[config.mk]
export PLATFORM = sky130hd
export DESIGN_NAME = can_rx_top
export DESIGN_NICKNAME = d
export VERILOG_FILES = /design/src/logic/can_pkg.sv /design/src/logic/can_bit_timing.sv /design/src/logic/can_destuff.sv /design/src/logic/can_frame_rx.sv /design/src/logic/can_regs.sv /design/src/logic/can_rx_buffer.sv /design/src/logic/can_rx_top.sv
export SDC_FILE = /design/constraint.sdc
export NUM_CORES = 1
export LEC_CHECK = 0
export BUFFER_PORTS_ARGS = -buffer_cell sky130_fd_sc_hd__buf_2
export CORE_AREA = 2 2 195 197
export CTS_BUF_LIST = sky130_fd_sc_hd__clkbuf_8
export DETAILED_ROUTE_END_ITERATION = 10
export DIE_AREA = 0 0 197 199
export HOLD_SLACK_MARGIN = 0.15
export PLACE_DENSITY = 0.6
export SETUP_SLACK_MARGIN = 0.3
export SLEW_MARGIN = 20
export SYNTH_ARGS = -nofsm -noshare
export SYNTH_HDL_FRONTEND = slang
export SYNTH_SLANG_ARGS = --single-unit
[constraint.sdc]
create_clock -name clk_i -period 9.8 [get_ports clk_i]
set_input_delay 1.47 -clock clk_i [delete_from_list [all_inputs] [get_ports clk_i]]
set_output_delay 1.47 -clock clk_i [all_outputs]
set_load 0.05 [all_outputs]
[src/logic/can_pkg.sv]
//////////////////////////////////////////////////
// Shared definitions of the CAN receive monitor
// Width typedefs for bytes, addresses, id, dlc, crc
// Bit timing, bus bit and received frame structs
// Register address map of the byte port
//////////////////////////////////////////////////

package can_pkg;

  typedef logic [7:0]  can_byte_t;
  typedef logic [4:0]  can_addr_t;
  typedef logic [10:0] can_id_t;
  typedef logic [3:0]  can_dlc_t;
  typedef logic [14:0] can_crc_t;

  // One quantum is brp+1 clocks, segments are tseg+1 quanta
  typedef struct packed {
    logic [5:0] brp;
    logic [3:0] tseg1;
    logic [2:0] tseg2;
  } can_timing_t;

  // Bus bit, value 1 is recessive
  typedef struct packed {
    logic valid;
    logic value;
  } can_bit_t;

  // Standard frame, data byte 0 sits in slot 7
  typedef struct packed {
    can_id_t              id;
    logic                 rtr;
    can_dlc_t             dlc;
    can_byte_t [7:0]      data;
  } can_frame_t;

  //////////////////////////////////////////////////
  // Register map
  //////////////////////////////////////////////////
  typedef enum logic [4:0] {
    CONTROL     = 5'd0,
    COMMAND     = 5'd1,
    STATUS      = 5'd2,
    TIMING0     = 5'd3,
    TIMING1     = 5'd4,
    ACC_CODE    = 5'd5,
    ACC_MASK    = 5'd6,
    FRAME_COUNT = 5'd7,
    RX_ID       = 5'd8,
    RX_INFO     = 5'd9,
    RX_DATA0    = 5'd10,
    RX_DATA1    = 5'd11,
    RX_DATA2    = 5'd12,
    RX_DATA3    = 5'd13,
    RX_DATA4    = 5'd14,
    RX_DATA5    = 5'd15,
    RX_DATA6    = 5'd16,
    RX_DATA7    = 5'd17
  } can_reg_e;

endpackage

[src/logic/can_bit_timing.sv]
//////////////////////////////////////////////////
// Bit timing of the receive path
// Input synchronizer and falling edge detector
// Quantum prescaler and quantum counter
// Hard sync on every edge, one sample per bit
//////////////////////////////////////////////////

`timescale 1ns/1ns

module can_bit_timing #(
  parameter int SYNC_STAGES = 2
) (
  input  logic                 clk_i,
  input  logic                 rst,
  input  logic                 rx_i,
  input  can_pkg::can_timing_t timing_i,
  output can_pkg::can_bit_t    sample_o
);

  logic [SYNC_STAGES-1:0] sync_q;
  logic                   rx_prev_q;
  logic                   rx_sync;
  logic                   hard_sync;
  logic [5:0]             presc_q;
  logic [4:0]             tq_q;
  logic                   tq_tick;
  logic                   sample_pt;
  logic                   bit_end;

  assign rx_sync   = sync_q[SYNC_STAGES-1];
  // Recessive to dominant transition on the synchronized line
  assign hard_sync = rx_prev_q & ~rx_sync;
  assign tq_tick   = (presc_q == timing_i.brp);
  // Quantum 0 is the sync segment, so tseg1 ends at quantum tseg1+1
  assign sample_pt = tq_tick && (tq_q == {1'b0, timing_i.tseg1} + 5'd1);
  assign bit_end   = tq_tick &&
                     (tq_q == {1'b0, timing_i.tseg1} + {2'b00, timing_i.tseg2} + 5'd2);

  //////////////////////////////////////////////////
  // Synchronizer, idle bus is recessive
  //////////////////////////////////////////////////
  always_ff @(posedge clk_i or posedge rst)
  begin
    if (rst)
    begin
      sync_q    <= '1;
      rx_prev_q <= 1'b1;
    end
    else
    begin
      sync_q[0] <= rx_i;
      for (int i = 1; i < SYNC_STAGES; i++)
      begin
        sync_q[i] <= sync_q[i-1];
      end
      rx_prev_q <= rx_sync;
    end
  end

  //////////////////////////////////////////////////
  // Prescaler, quantum counter and sample strobe
  //////////////////////////////////////////////////
  always_ff @(posedge clk_i or posedge rst)
  begin
    if (rst)
    begin
      presc_q  <= '0;
      tq_q     <= '0;
      sample_o <= '0;
    end
    else
    begin
      sample_o.valid <= 1'b0;
      if (hard_sync)
      begin
        // Edge restarts the bit at the sync segment
        presc_q <= '0;
        tq_q    <= '0;
      end
      else if (tq_tick)
      begin
        presc_q <= '0;
        tq_q    <= bit_end ? 5'd0 : tq_q + 5'd1;
        if (sample_pt)
        begin
          sample_o.valid <= 1'b1;
          sample_o.value <= rx_sync;
        end
      end
      else
      begin
        presc_q <= presc_q + 6'd1;
      end
    end
  end

  // At most one sample per bit, never back to back
  assert property (@(posedge clk_i) disable iff (rst)
    sample_o.valid |=> !sample_o.valid);

endmodule

[src/logic/can_destuff.sv]
//////////////////////////////////////////////////
// Bit destuffing
// Run length counter of equal bits
// Stuff bit removal and stuff error pulse
//////////////////////////////////////////////////

`timescale 1ns/1ns

module can_destuff (
  input  logic              clk_i,
  input  logic              rst,
  input  can_pkg::can_bit_t bit_i,
  input  logic              stuff_en_i,
  output can_pkg::can_bit_t bit_o,
  output logic              stuff_err_o
);

  logic [2:0] run_q;
  logic       last_q;
  logic       is_stuff;

  // Sixth bit after five equal ones is a stuff bit
  assign is_stuff = stuff_en_i && (run_q == 3'd5);

  always_ff @(posedge clk_i or posedge rst)
  begin
    if (rst)
    begin
      run_q       <= '0;
      last_q      <= 1'b1;
      bit_o       <= '0;
      stuff_err_o <= 1'b0;
    end
    else
    begin
      bit_o.valid <= 1'b0;
      stuff_err_o <= 1'b0;
      if (bit_i.valid)
      begin
        if (is_stuff && (bit_i.value == last_q))
          stuff_err_o <= 1'b1;
        else if (!is_stuff)
        begin
          bit_o.valid <= 1'b1;
          bit_o.value <= bit_i.value;
        end
        // Run counter saturates, a stuff bit starts a new run
        if (bit_i.value != last_q)
        begin
          run_q  <= 3'd1;
          last_q <= bit_i.value;
        end
        else if (run_q != 3'd7)
          run_q <= run_q + 3'd1;
      end
    end
  end

  // A dropped bit is either silent or an error, never passed on
  assert property (@(posedge clk_i) disable iff (rst)
    !(bit_o.valid && stuff_err_o));

endmodule

[src/logic/can_frame_rx.sv]
//////////////////////////////////////////////////
// Standard frame decoder
// FSM from SOF through EOF, CRC-15 over SOF..data
// Form, CRC and stuff checks with recovery wait
//////////////////////////////////////////////////

`timescale 1ns/1ns

module can_frame_rx (
  input  logic                clk_i,
  input  logic                rst,
  input  can_pkg::can_bit_t   bit_i,
  input  logic                stuff_err_i,
  input  logic                reset_mode_i,
  output logic                stuff_en_o,
  output can_pkg::can_frame_t frame_o,
  output logic                frame_valid_o,
  output logic                rx_error_o
);

  typedef enum logic [2:0] {
    ST_IDLE,
    ST_ARB,
    ST_CTRL,
    ST_DATA,
    ST_CRC,
    ST_TAIL,
    ST_WAIT_IDLE
  } rx_state_e;

  localparam logic [15:0] CRC_POLY = 16'h4599;

  rx_state_e           state_q;
  logic [6:0]          cnt_q;
  can_pkg::can_crc_t   crc_q;
  can_pkg::can_crc_t   crc_rx_q;
  can_pkg::can_crc_t   crc_next;
  can_pkg::can_frame_t frame_q;
  logic                v;
  logic [3:0]          n_bytes;
  logic [6:0]          data_last;
  logic                bit_err;
  logic                fail;

  assign v         = bit_i.value;
  assign frame_o   = frame_q;
  assign crc_next  = {crc_q[13:0], 1'b0} ^ ({15{v ^ crc_q[14]}} & CRC_POLY[14:0]);
  // Payload is min(dlc,8) bytes
  assign n_bytes   = (frame_q.dlc > 4'd8) ? 4'd8 : frame_q.dlc;
  assign data_last = {n_bytes, 3'b000} - 7'd1;

  // Form and CRC checks on the current bit
  always_comb
  begin
    case (state_q)
      ST_CTRL: bit_err = (cnt_q == 7'd0) && v;
      ST_CRC:  bit_err = (cnt_q == 7'd15) && (!v || (crc_rx_q != crc_q));
      ST_TAIL: bit_err = (cnt_q != 7'd0) && !v;
      default: bit_err = 1'b0;
    endcase
  end

  assign fail = (stuff_err_i && stuff_en_o) || (bit_i.valid && bit_err);

  //////////////////////////////////////////////////
  // Control FSM
  //////////////////////////////////////////////////
  always_ff @(posedge clk_i or posedge rst)
  begin
    if (rst)
    begin
      state_q       <= ST_IDLE;
      cnt_q         <= '0;
      stuff_en_o    <= 1'b0;
      frame_valid_o <= 1'b0;
      rx_error_o    <= 1'b0;
    end
    else
    begin
      frame_valid_o <= 1'b0;
      rx_error_o    <= 1'b0;
      if (reset_mode_i)
      begin
        state_q    <= ST_IDLE;
        stuff_en_o <= 1'b0;
      end
      else if (fail)
      begin
        state_q    <= ST_WAIT_IDLE;
        cnt_q      <= '0;
        stuff_en_o <= 1'b0;
        rx_error_o <= 1'b1;
      end
      else if (bit_i.valid)
      begin
        cnt_q <= cnt_q + 7'd1;
        case (state_q)
          ST_IDLE:
          begin
            // Dominant bit on an idle bus is SOF
            if (!v)
            begin
              state_q    <= ST_ARB;
              cnt_q      <= '0;
              stuff_en_o <= 1'b1;
            end
          end
          ST_ARB:
          begin
            if (cnt_q == 7'd11)
            begin
              state_q <= ST_CTRL;
              cnt_q   <= '0;
            end
          end
          ST_CTRL:
          begin
            // IDE, r0, then four DLC bits
            if (cnt_q == 7'd5)
            begin
              cnt_q <= '0;
              if (!frame_q.rtr && ({frame_q.dlc[2:0], v} != 4'd0))
                state_q <= ST_DATA;
              else
                state_q <= ST_CRC;
            end
          end
          ST_DATA:
          begin
            if (cnt_q == data_last)
            begin
              state_q <= ST_CRC;
              cnt_q   <= '0;
            end
          end
          ST_CRC:
          begin
            // Bit 15 is the delimiter, stuffing ends here
            if (cnt_q == 7'd15)
            begin
              state_q    <= ST_TAIL;
              cnt_q      <= '0;
              stuff_en_o <= 1'b0;
            end
          end
          ST_TAIL:
          begin
            // ACK slot, ACK delimiter and seven EOF bits
            if (cnt_q == 7'd8)
            begin
              state_q       <= ST_IDLE;
              frame_valid_o <= 1'b1;
            end
          end
          ST_WAIT_IDLE:
          begin
            if (!v)
              cnt_q <= '0;
            else if (cnt_q == 7'd10)
              state_q <= ST_IDLE;
          end
          default: state_q <= ST_IDLE;
        endcase
      end
    end
  end

  //////////////////////////////////////////////////
  // Field shift registers and CRC
  //////////////////////////////////////////////////
  always_ff @(posedge clk_i)
  begin
    if (bit_i.valid)
    begin
      case (state_q)
        ST_IDLE:
        begin
          // Dominant SOF leaves a zero CRC
          frame_q <= '0;
          crc_q   <= '0;
        end
        ST_ARB:
        begin
          if (cnt_q == 7'd11)
            frame_q.rtr <= v;
          else
            frame_q.id <= {frame_q.id[9:0], v};
          crc_q <= crc_next;
        end
        ST_CTRL:
        begin
          if (cnt_q >= 7'd2)
            frame_q.dlc <= {frame_q.dlc[2:0], v};
          crc_q <= crc_next;
        end
        ST_DATA:
        begin
          // MSB first, byte 0 into the top slot
          frame_q.data[3'd7 - cnt_q[5:3]][3'd7 - cnt_q[2:0]] <= v;
          crc_q <= crc_next;
        end
        ST_CRC:
        begin
          if (cnt_q != 7'd15)
            crc_rx_q <= {crc_rx_q[13:0], v};
        end
        default:
        begin
        end
      endcase
    end
  end

endmodule

[src/logic/can_regs.sv]
//////////////////////////////////////////////////
// Byte-wide register port of the monitor
// Control, timing and filter registers
// Command pulses, sticky error, frame counter
// Registered read mux and active-low interrupt
//////////////////////////////////////////////////

`timescale 1ns/1ns

module can_regs (
  input  logic                 clk_i,
  input  logic                 rst,
  input  logic                 reg_we_i,
  input  logic                 reg_re_i,
  input  can_pkg::can_addr_t   reg_addr_i,
  input  can_pkg::can_byte_t   reg_wdata_i,
  output can_pkg::can_byte_t   reg_rdata_o,
  output logic                 irq_n_o,
  output can_pkg::can_timing_t timing_o,
  output logic                 reset_mode_o,
  output can_pkg::can_byte_t   acc_code_o,
  output can_pkg::can_byte_t   acc_mask_o,
  output logic                 release_o,
  output logic                 clear_overrun_o,
  input  can_pkg::can_frame_t  frame_i,
  input  logic                 full_i,
  input  logic                 overrun_i,
  input  logic                 stored_i,
  input  logic                 rx_error_i
);

  logic               irq_en_q;
  logic               error_q;
  can_pkg::can_byte_t frame_cnt_q;
  logic               cmd_we;
  can_pkg::can_byte_t rdata;

  // COMMAND is write only, bits act as one-cycle pulses
  assign cmd_we          = reg_we_i && (reg_addr_i == can_pkg::COMMAND);
  assign release_o       = cmd_we && reg_wdata_i[0];
  assign clear_overrun_o = cmd_we && reg_wdata_i[1];
  assign irq_n_o         = ~(full_i && irq_en_q);

  //////////////////////////////////////////////////
  // Writable registers and status counters
  //////////////////////////////////////////////////
  always_ff @(posedge clk_i or posedge rst)
  begin
    if (rst)
    begin
      reset_mode_o <= 1'b1;
      irq_en_q     <= 1'b0;
      timing_o     <= '0;
      acc_code_o   <= '0;
      acc_mask_o   <= '0;
      error_q      <= 1'b0;
      frame_cnt_q  <= '0;
      reg_rdata_o  <= '0;
    end
    else
    begin
      if (reg_we_i)
      begin
        case (can_pkg::can_reg_e'(reg_addr_i))
          can_pkg::CONTROL:
          begin
            reset_mode_o <= reg_wdata_i[0];
            irq_en_q     <= reg_wdata_i[1];
          end
          can_pkg::TIMING0:  timing_o.brp <= reg_wdata_i[5:0];
          can_pkg::TIMING1:
          begin
            timing_o.tseg1 <= reg_wdata_i[3:0];
            timing_o.tseg2 <= reg_wdata_i[6:4];
          end
          can_pkg::ACC_CODE: acc_code_o <= reg_wdata_i;
          can_pkg::ACC_MASK: acc_mask_o <= reg_wdata_i;
          default:
          begin
          end
        endcase
      end
      // New error wins over a clear in the same cycle
      if (rx_error_i)
        error_q <= 1'b1;
      else if (cmd_we && reg_wdata_i[2])
        error_q <= 1'b0;
      // Wraps at 255
      if (stored_i)
        frame_cnt_q <= frame_cnt_q + 8'd1;
      if (reg_re_i)
        reg_rdata_o <= rdata;
    end
  end

  //////////////////////////////////////////////////
  // Read mux
  //////////////////////////////////////////////////
  always_comb
  begin
    case (can_pkg::can_reg_e'(reg_addr_i))
      can_pkg::CONTROL:     rdata = {6'd0, irq_en_q, reset_mode_o};
      can_pkg::STATUS:      rdata = {5'd0, error_q, overrun_i, full_i};
      can_pkg::TIMING0:     rdata = {2'd0, timing_o.brp};
      can_pkg::TIMING1:     rdata = {1'b0, timing_o.tseg2, timing_o.tseg1};
      can_pkg::ACC_CODE:    rdata = acc_code_o;
      can_pkg::ACC_MASK:    rdata = acc_mask_o;
      can_pkg::FRAME_COUNT: rdata = frame_cnt_q;
      can_pkg::RX_ID:       rdata = frame_i.id[10:3];
      can_pkg::RX_INFO:     rdata = {frame_i.id[2:0], frame_i.rtr, frame_i.dlc};
      can_pkg::RX_DATA0:    rdata = frame_i.data[7];
      can_pkg::RX_DATA1:    rdata = frame_i.data[6];
      can_pkg::RX_DATA2:    rdata = frame_i.data[5];
      can_pkg::RX_DATA3:    rdata = frame_i.data[4];
      can_pkg::RX_DATA4:    rdata = frame_i.data[3];
      can_pkg::RX_DATA5:    rdata = frame_i.data[2];
      can_pkg::RX_DATA6:    rdata = frame_i.data[1];
      can_pkg::RX_DATA7:    rdata = frame_i.data[0];
      // COMMAND and unmapped addresses
      default:              rdata = '0;
    endcase
  end

endmodule

[src/logic/can_rx_buffer.sv]
//////////////////////////////////////////////////
// Acceptance filter on id bits 10:3
// One-frame receive buffer with overrun flag
//////////////////////////////////////////////////

`timescale 1ns/1ns

module can_rx_buffer (
  input  logic                clk_i,
  input  logic                rst,
  input  can_pkg::can_frame_t frame_i,
  input  logic                frame_valid_i,
  input  logic                release_i,
  input  logic                clear_overrun_i,
  input  can_pkg::can_byte_t  acc_code_i,
  input  can_pkg::can_byte_t  acc_mask_i,
  output can_pkg::can_frame_t frame_o,
  output logic                full_o,
  output logic                overrun_o,
  output logic                stored_o
);

  logic accept;

  // Mask bit 1 means don't care
  assign accept = (((frame_i.id[10:3] ^ acc_code_i) & ~acc_mask_i) == 8'd0);

  always_ff @(posedge clk_i or posedge rst)
  begin
    if (rst)
    begin
      full_o    <= 1'b0;
      overrun_o <= 1'b0;
      stored_o  <= 1'b0;
    end
    else
    begin
      stored_o <= 1'b0;
      if (clear_overrun_i)
        overrun_o <= 1'b0;
      if (release_i)
        full_o <= 1'b0;
      if (frame_valid_i && accept)
      begin
        if (full_o)
          overrun_o <= 1'b1;
        else
        begin
          full_o   <= 1'b1;
          stored_o <= 1'b1;
        end
      end
    end
  end

  // Contents survive a release and stay readable
  always_ff @(posedge clk_i)
  begin
    if (frame_valid_i && accept && !full_o)
      frame_o <= frame_i;
  end

  // Buffer only fills through a store
  assert property (@(posedge clk_i) disable iff (rst)
    $rose(full_o) |-> stored_o);

endmodule

[src/logic/can_rx_top.sv]
//////////////////////////////////////////////////
// Top level of the receive-only CAN monitor
// Bit timing, destuff, frame decoder, rx buffer
// Register block beside the pipeline
//////////////////////////////////////////////////

`timescale 1ns/1ns

module can_rx_top #(
  parameter int SYNC_STAGES = 2
) (
  input  logic               clk_i,
  input  logic               rst,
  input  logic               rx_i,
  input  logic               reg_we_i,
  input  logic               reg_re_i,
  input  can_pkg::can_addr_t reg_addr_i,
  input  can_pkg::can_byte_t reg_wdata_i,
  output can_pkg::can_byte_t reg_rdata_o,
  output logic               irq_n_o
);

  // Configuration from the register block
  can_pkg::can_timing_t timing;
  logic                 reset_mode;
  can_pkg::can_byte_t   acc_code;
  can_pkg::can_byte_t   acc_mask;
  logic                 release_buf;
  logic                 clear_overrun;

  // Pipeline
  can_pkg::can_bit_t    sample;
  can_pkg::can_bit_t    rx_bit;
  logic                 stuff_en;
  logic                 stuff_err;
  can_pkg::can_frame_t  frame;
  logic                 frame_valid;
  logic                 rx_error;

  // Receive buffer status
  can_pkg::can_frame_t  buf_frame;
  logic                 full;
  logic                 overrun;
  logic                 stored;

  can_bit_timing #(
    .SYNC_STAGES(SYNC_STAGES)
  ) i_bit_timing (
    .clk_i    (clk_i),
    .rst      (rst),
    .rx_i     (rx_i),
    .timing_i (timing),
    .sample_o (sample)
  );

  can_destuff i_destuff (
    .clk_i       (clk_i),
    .rst         (rst),
    .bit_i       (sample),
    .stuff_en_i  (stuff_en),
    .bit_o       (rx_bit),
    .stuff_err_o (stuff_err)
  );

  can_frame_rx i_frame_rx (
    .clk_i         (clk_i),
    .rst           (rst),
    .bit_i         (rx_bit),
    .stuff_err_i   (stuff_err),
    .reset_mode_i  (reset_mode),
    .stuff_en_o    (stuff_en),
    .frame_o       (frame),
    .frame_valid_o (frame_valid),
    .rx_error_o    (rx_error)
  );

  can_rx_buffer i_rx_buffer (
    .clk_i           (clk_i),
    .rst             (rst),
    .frame_i         (frame),
    .frame_valid_i   (frame_valid),
    .release_i       (release_buf),
    .clear_overrun_i (clear_overrun),
    .acc_code_i      (acc_code),
    .acc_mask_i      (acc_mask),
    .frame_o         (buf_frame),
    .full_o          (full),
    .overrun_o       (overrun),
    .stored_o        (stored)
  );

  can_regs i_regs (
    .clk_i           (clk_i),
    .rst             (rst),
    .reg_we_i        (reg_we_i),
    .reg_re_i        (reg_re_i),
    .reg_addr_i      (reg_addr_i),
    .reg_wdata_i     (reg_wdata_i),
    .reg_rdata_o     (reg_rdata_o),
    .irq_n_o         (irq_n_o),
    .timing_o        (timing),
    .reset_mode_o    (reset_mode),
    .acc_code_o      (acc_code),
    .acc_mask_o      (acc_mask),
    .release_o       (release_buf),
    .clear_overrun_o (clear_overrun),
    .frame_i         (buf_frame),
    .full_i          (full),
    .overrun_i       (overrun),
    .stored_i        (stored),
    .rx_error_i      (rx_error)
  );

endmodule

==> out/qor.yml <==
clock_network:
  clkSinkCount: 277
  cts_buffers: 48
  post-cts-setup-buffer-count: 0
  cts_resized: 0
  clk_latency_ns: 0.59
  clockBufferDepth: 3
  holdBufCountCts: 0
  root_buffer: "clkbuf_8"
  cts_tree: "built"
  htreeDepth: 2
  path_clk_slew_ns: 0.06
floorplanning:
  rows: 71
  die_area_mm2: 0.03920
  die_h_um: 199
  core_region_area_mm2: 0.03713
  fp.dieW_um: 197
  ios: 27
  start_util_pct: 34.46
cells_and_area:
  fin_nets: 1139
  antenna_cells: 0
  synthToLayoutAreaGrowth_pct: 12.16
  drive_gt1_share_pct: 13.57
timing:
  rsz0062_at_grt: "no"
  tightest_slew_ns: 1.099
  setup_tns_ns: 0
  maxSlewViolCount: 0
  slew_headroom_pct: 26.16
  fin_crit_ns: 3.014
  fin_crit_sh_pct: 30.76
  fin_skew_ns: 0.02298
  hold_viol_final: 0
  setup_viol: 0
  fmax_mhz: 331.7
  final.setup.worst_slack_ns: 6.786
synthesis:
  postSynthCellCount: 1074
  syn_area_mm2: 0.01280
  syn_nets: 1111
  ys_seq_area_share_pct: 61.64
  yosys_warnings: 0
  synth_seq_cells: 277
  netlist_top_cells_count: "edfxtp_1, nand3_1, dfrtp_1, o21ai_0, a21oi_1"
  synthMostInstantiatedCell: "edfxtp_1"
  synthTopCellsByArea: "edfxtp_1, dfrtp_1, nand3_1"
  synth_top_cell_by_area: "edfxtp_1"
  synth_flop_cell: "edfxtp_1"
  syn_area_per_cell_um2: 11.92
  async_reset_ff_share_pct: 31.41
  synth-edff-count: 190
  synth_top_area_share_pct: 44.58
  yosysUniqueCellTypes: 65
global_routing:
  met2_usage_pct: 28.02
  globalRouteTotalUtil_pct: 17.52
  antenna_found_initial: 0
  grt_first_pass_wirelength_um: 52580
  gr-usage-met1_pct: 23.52
  grt_pass1_vias: 8646
  grt_max_degree: 82
  grt-ovfl-total: 0
  met3_usage_pct: 3.289
  grt.busiest_layer: "met2"
power_and_ir_drop:
  p_int_mw: 2.066
  switching_share_pct: 29.90
  p_sw_mw: 0.8815
  power_frac_comb_pct: 15.0
  ir_drop_v: 0.00007699
  seqPwrFrac_pct: 48.7
  clock_power_share_pct: 36.4
  power.leakage_nw: 5.210
  p_per_area_mw_per_mm2: 205.4
drt:
  drt.antenna.violating_nets: 0
  drt_iter0_markers: 1162
  vias: 8844
  wl_um: 33750
  drt_first_pass_iters: 6
  wire_per_inst_um: 20.88
  drc: 0
  viasPerCell: 5.473
setup_path:
  endpoint_kind: "flop"
  critPathArrivalTime_ns: 3.48
  required_ns: 10.27
  startpoint_type: "input port"
  critPathMaxFanout: 9
  worstSetupPathType: "input port to flop"
placed_design:
  io_buffer_count: 26
  dpl.hpwl_um: 23320
  place_ws_ns: 6.291
  gp_congestion: 0.9690
min_path:
  holdCritPathClass: "flop to flop"
status:
  status: "finished clean"
run:
  drv_cap: 0
-- metal layers --
layer | part of all wire, % | wire (µm)
met1 | 44 | 14740
met4 | 3.7 | 1245
met2 | 46 | 15650
met5 | 0 | 0
met3 | 6.2 | 2106
-- cell usage in the layout, fill, tap and decap left out, types with 43 or more instances in the layout --
cell,instances
a22oi_1,49
nand2_1,62
inv_1,48
dfrtp_1,81
nand3_1,89
a21oi_1,70
clkbuf_8,50
edfxtp_1,190
nor2_1,43
o21ai_0,75
-- cell families (layout without fill, tap and decap cells) --
logic type               count (synthesis)  after routing  share of synthesized area [%]
AO/OA/AOI/OAI                          248            248                          11.93
XOR/XNOR                                67             67                          4.585
adder cells (fa/ha/maj)                 19             19                          1.916
buffers and inverters                   82            150                          2.532
flip-flops                             277            277                          61.64
multiplexers                            38             38                          3.354
AND/OR/NAND/NOR                        343            343                          14.04
-- worst paths after layout --
kind | start | end | slack [ns] | depth (start not counted)
setup / recovery | reg_addr_i[0] | i_regs.acc_code_o[6] | 6.79 | 5
setup reg to reg | i_destuff.bit_o[0] | i_frame_rx.state_q[2] | 6.93 | 7
min in group asynchronous | rst | i_bit_timing.tq_q[1] | 0.92 | 2
hold reg to reg | i_bit_timing.sync_q[0] | i_bit_timing.sync_q[1] | 0.36 | 0
max in group asynchronous | rst | i_regs.acc_code_o[5] | 7.75 | 3
hold / removal | i_bit_timing.sync_q[0] | i_bit_timing.sync_q[1] | 0.36 | 0
-- power groups by stage --
stage	Sequential [mW]	Clock (mW)	Combinational (mW)
finish	1.43	1.07	0.441
detailed placement	1.46	0	0.438
global placement	1.45	0	0.434
global route	1.44	1.15	0.492
floorplan	1.40	0	0.347
CTS	1.43	1.10	0.441
-- through the flow --
stage	cell area (µm²)	cells	power (mW)	utilization, %	hold WS, ns
final	14350	1616	2.948	38.65	0.3610
after global routing	14350	1616	3.085	38.65	0.3659
after CTS	14340	1616	2.971	38.63	0.3616
after detailed placement	13370	1526	1.893	35.99	0.3498
after global placement	13370	1526	1.888	35.99	0.3476
after floorplan	12800	1074	1.750	-	0.3452
-- flip-flops by register name (all words and copies together), names as in the netlist, 2 cells and up --
signal and count:
i_bit_timing.presc_q 6, i_bit_timing.sample_o 2, i_bit_timing.sync_q 2, i_bit_timing.tq_q 5, i_destuff.bit_o 2, i_destuff.run_q 3, i_frame_rx.cnt_q 7, i_frame_rx.crc_q 15
i_frame_rx.crc_rx_q 15, i_frame_rx.frame_o 80, i_frame_rx.state_q 3, i_regs.acc_code_o 8, i_regs.acc_mask_o 8, i_regs.frame_cnt_q 8, i_regs.reg_rdata_o 8, i_regs.timing_o 13
i_rx_buffer.frame_o 80
-- final cells by class --
class / count / area (µm²)
Clock buffer: 50 / 688.2
Clock inverter: 40 / 290.3
Fill cell: 3589 / 22780
Inverter: 29 / 110.1
Multi-Input combinational cell: 715 / 4614
Sequential cell: 277 / 7890
Tap cell: 474 / 593.1
Timing Repair Buffer: 31 / 167.7
-- critical path, stage by stage --
cell and delay, ns:
buf_2 0.16, nor2b_1 0.43, nor2b_1 0.67, nand2_1 0.39
mux2_2 0.37
No activity file was read; power rests on OpenSTA's default activity.
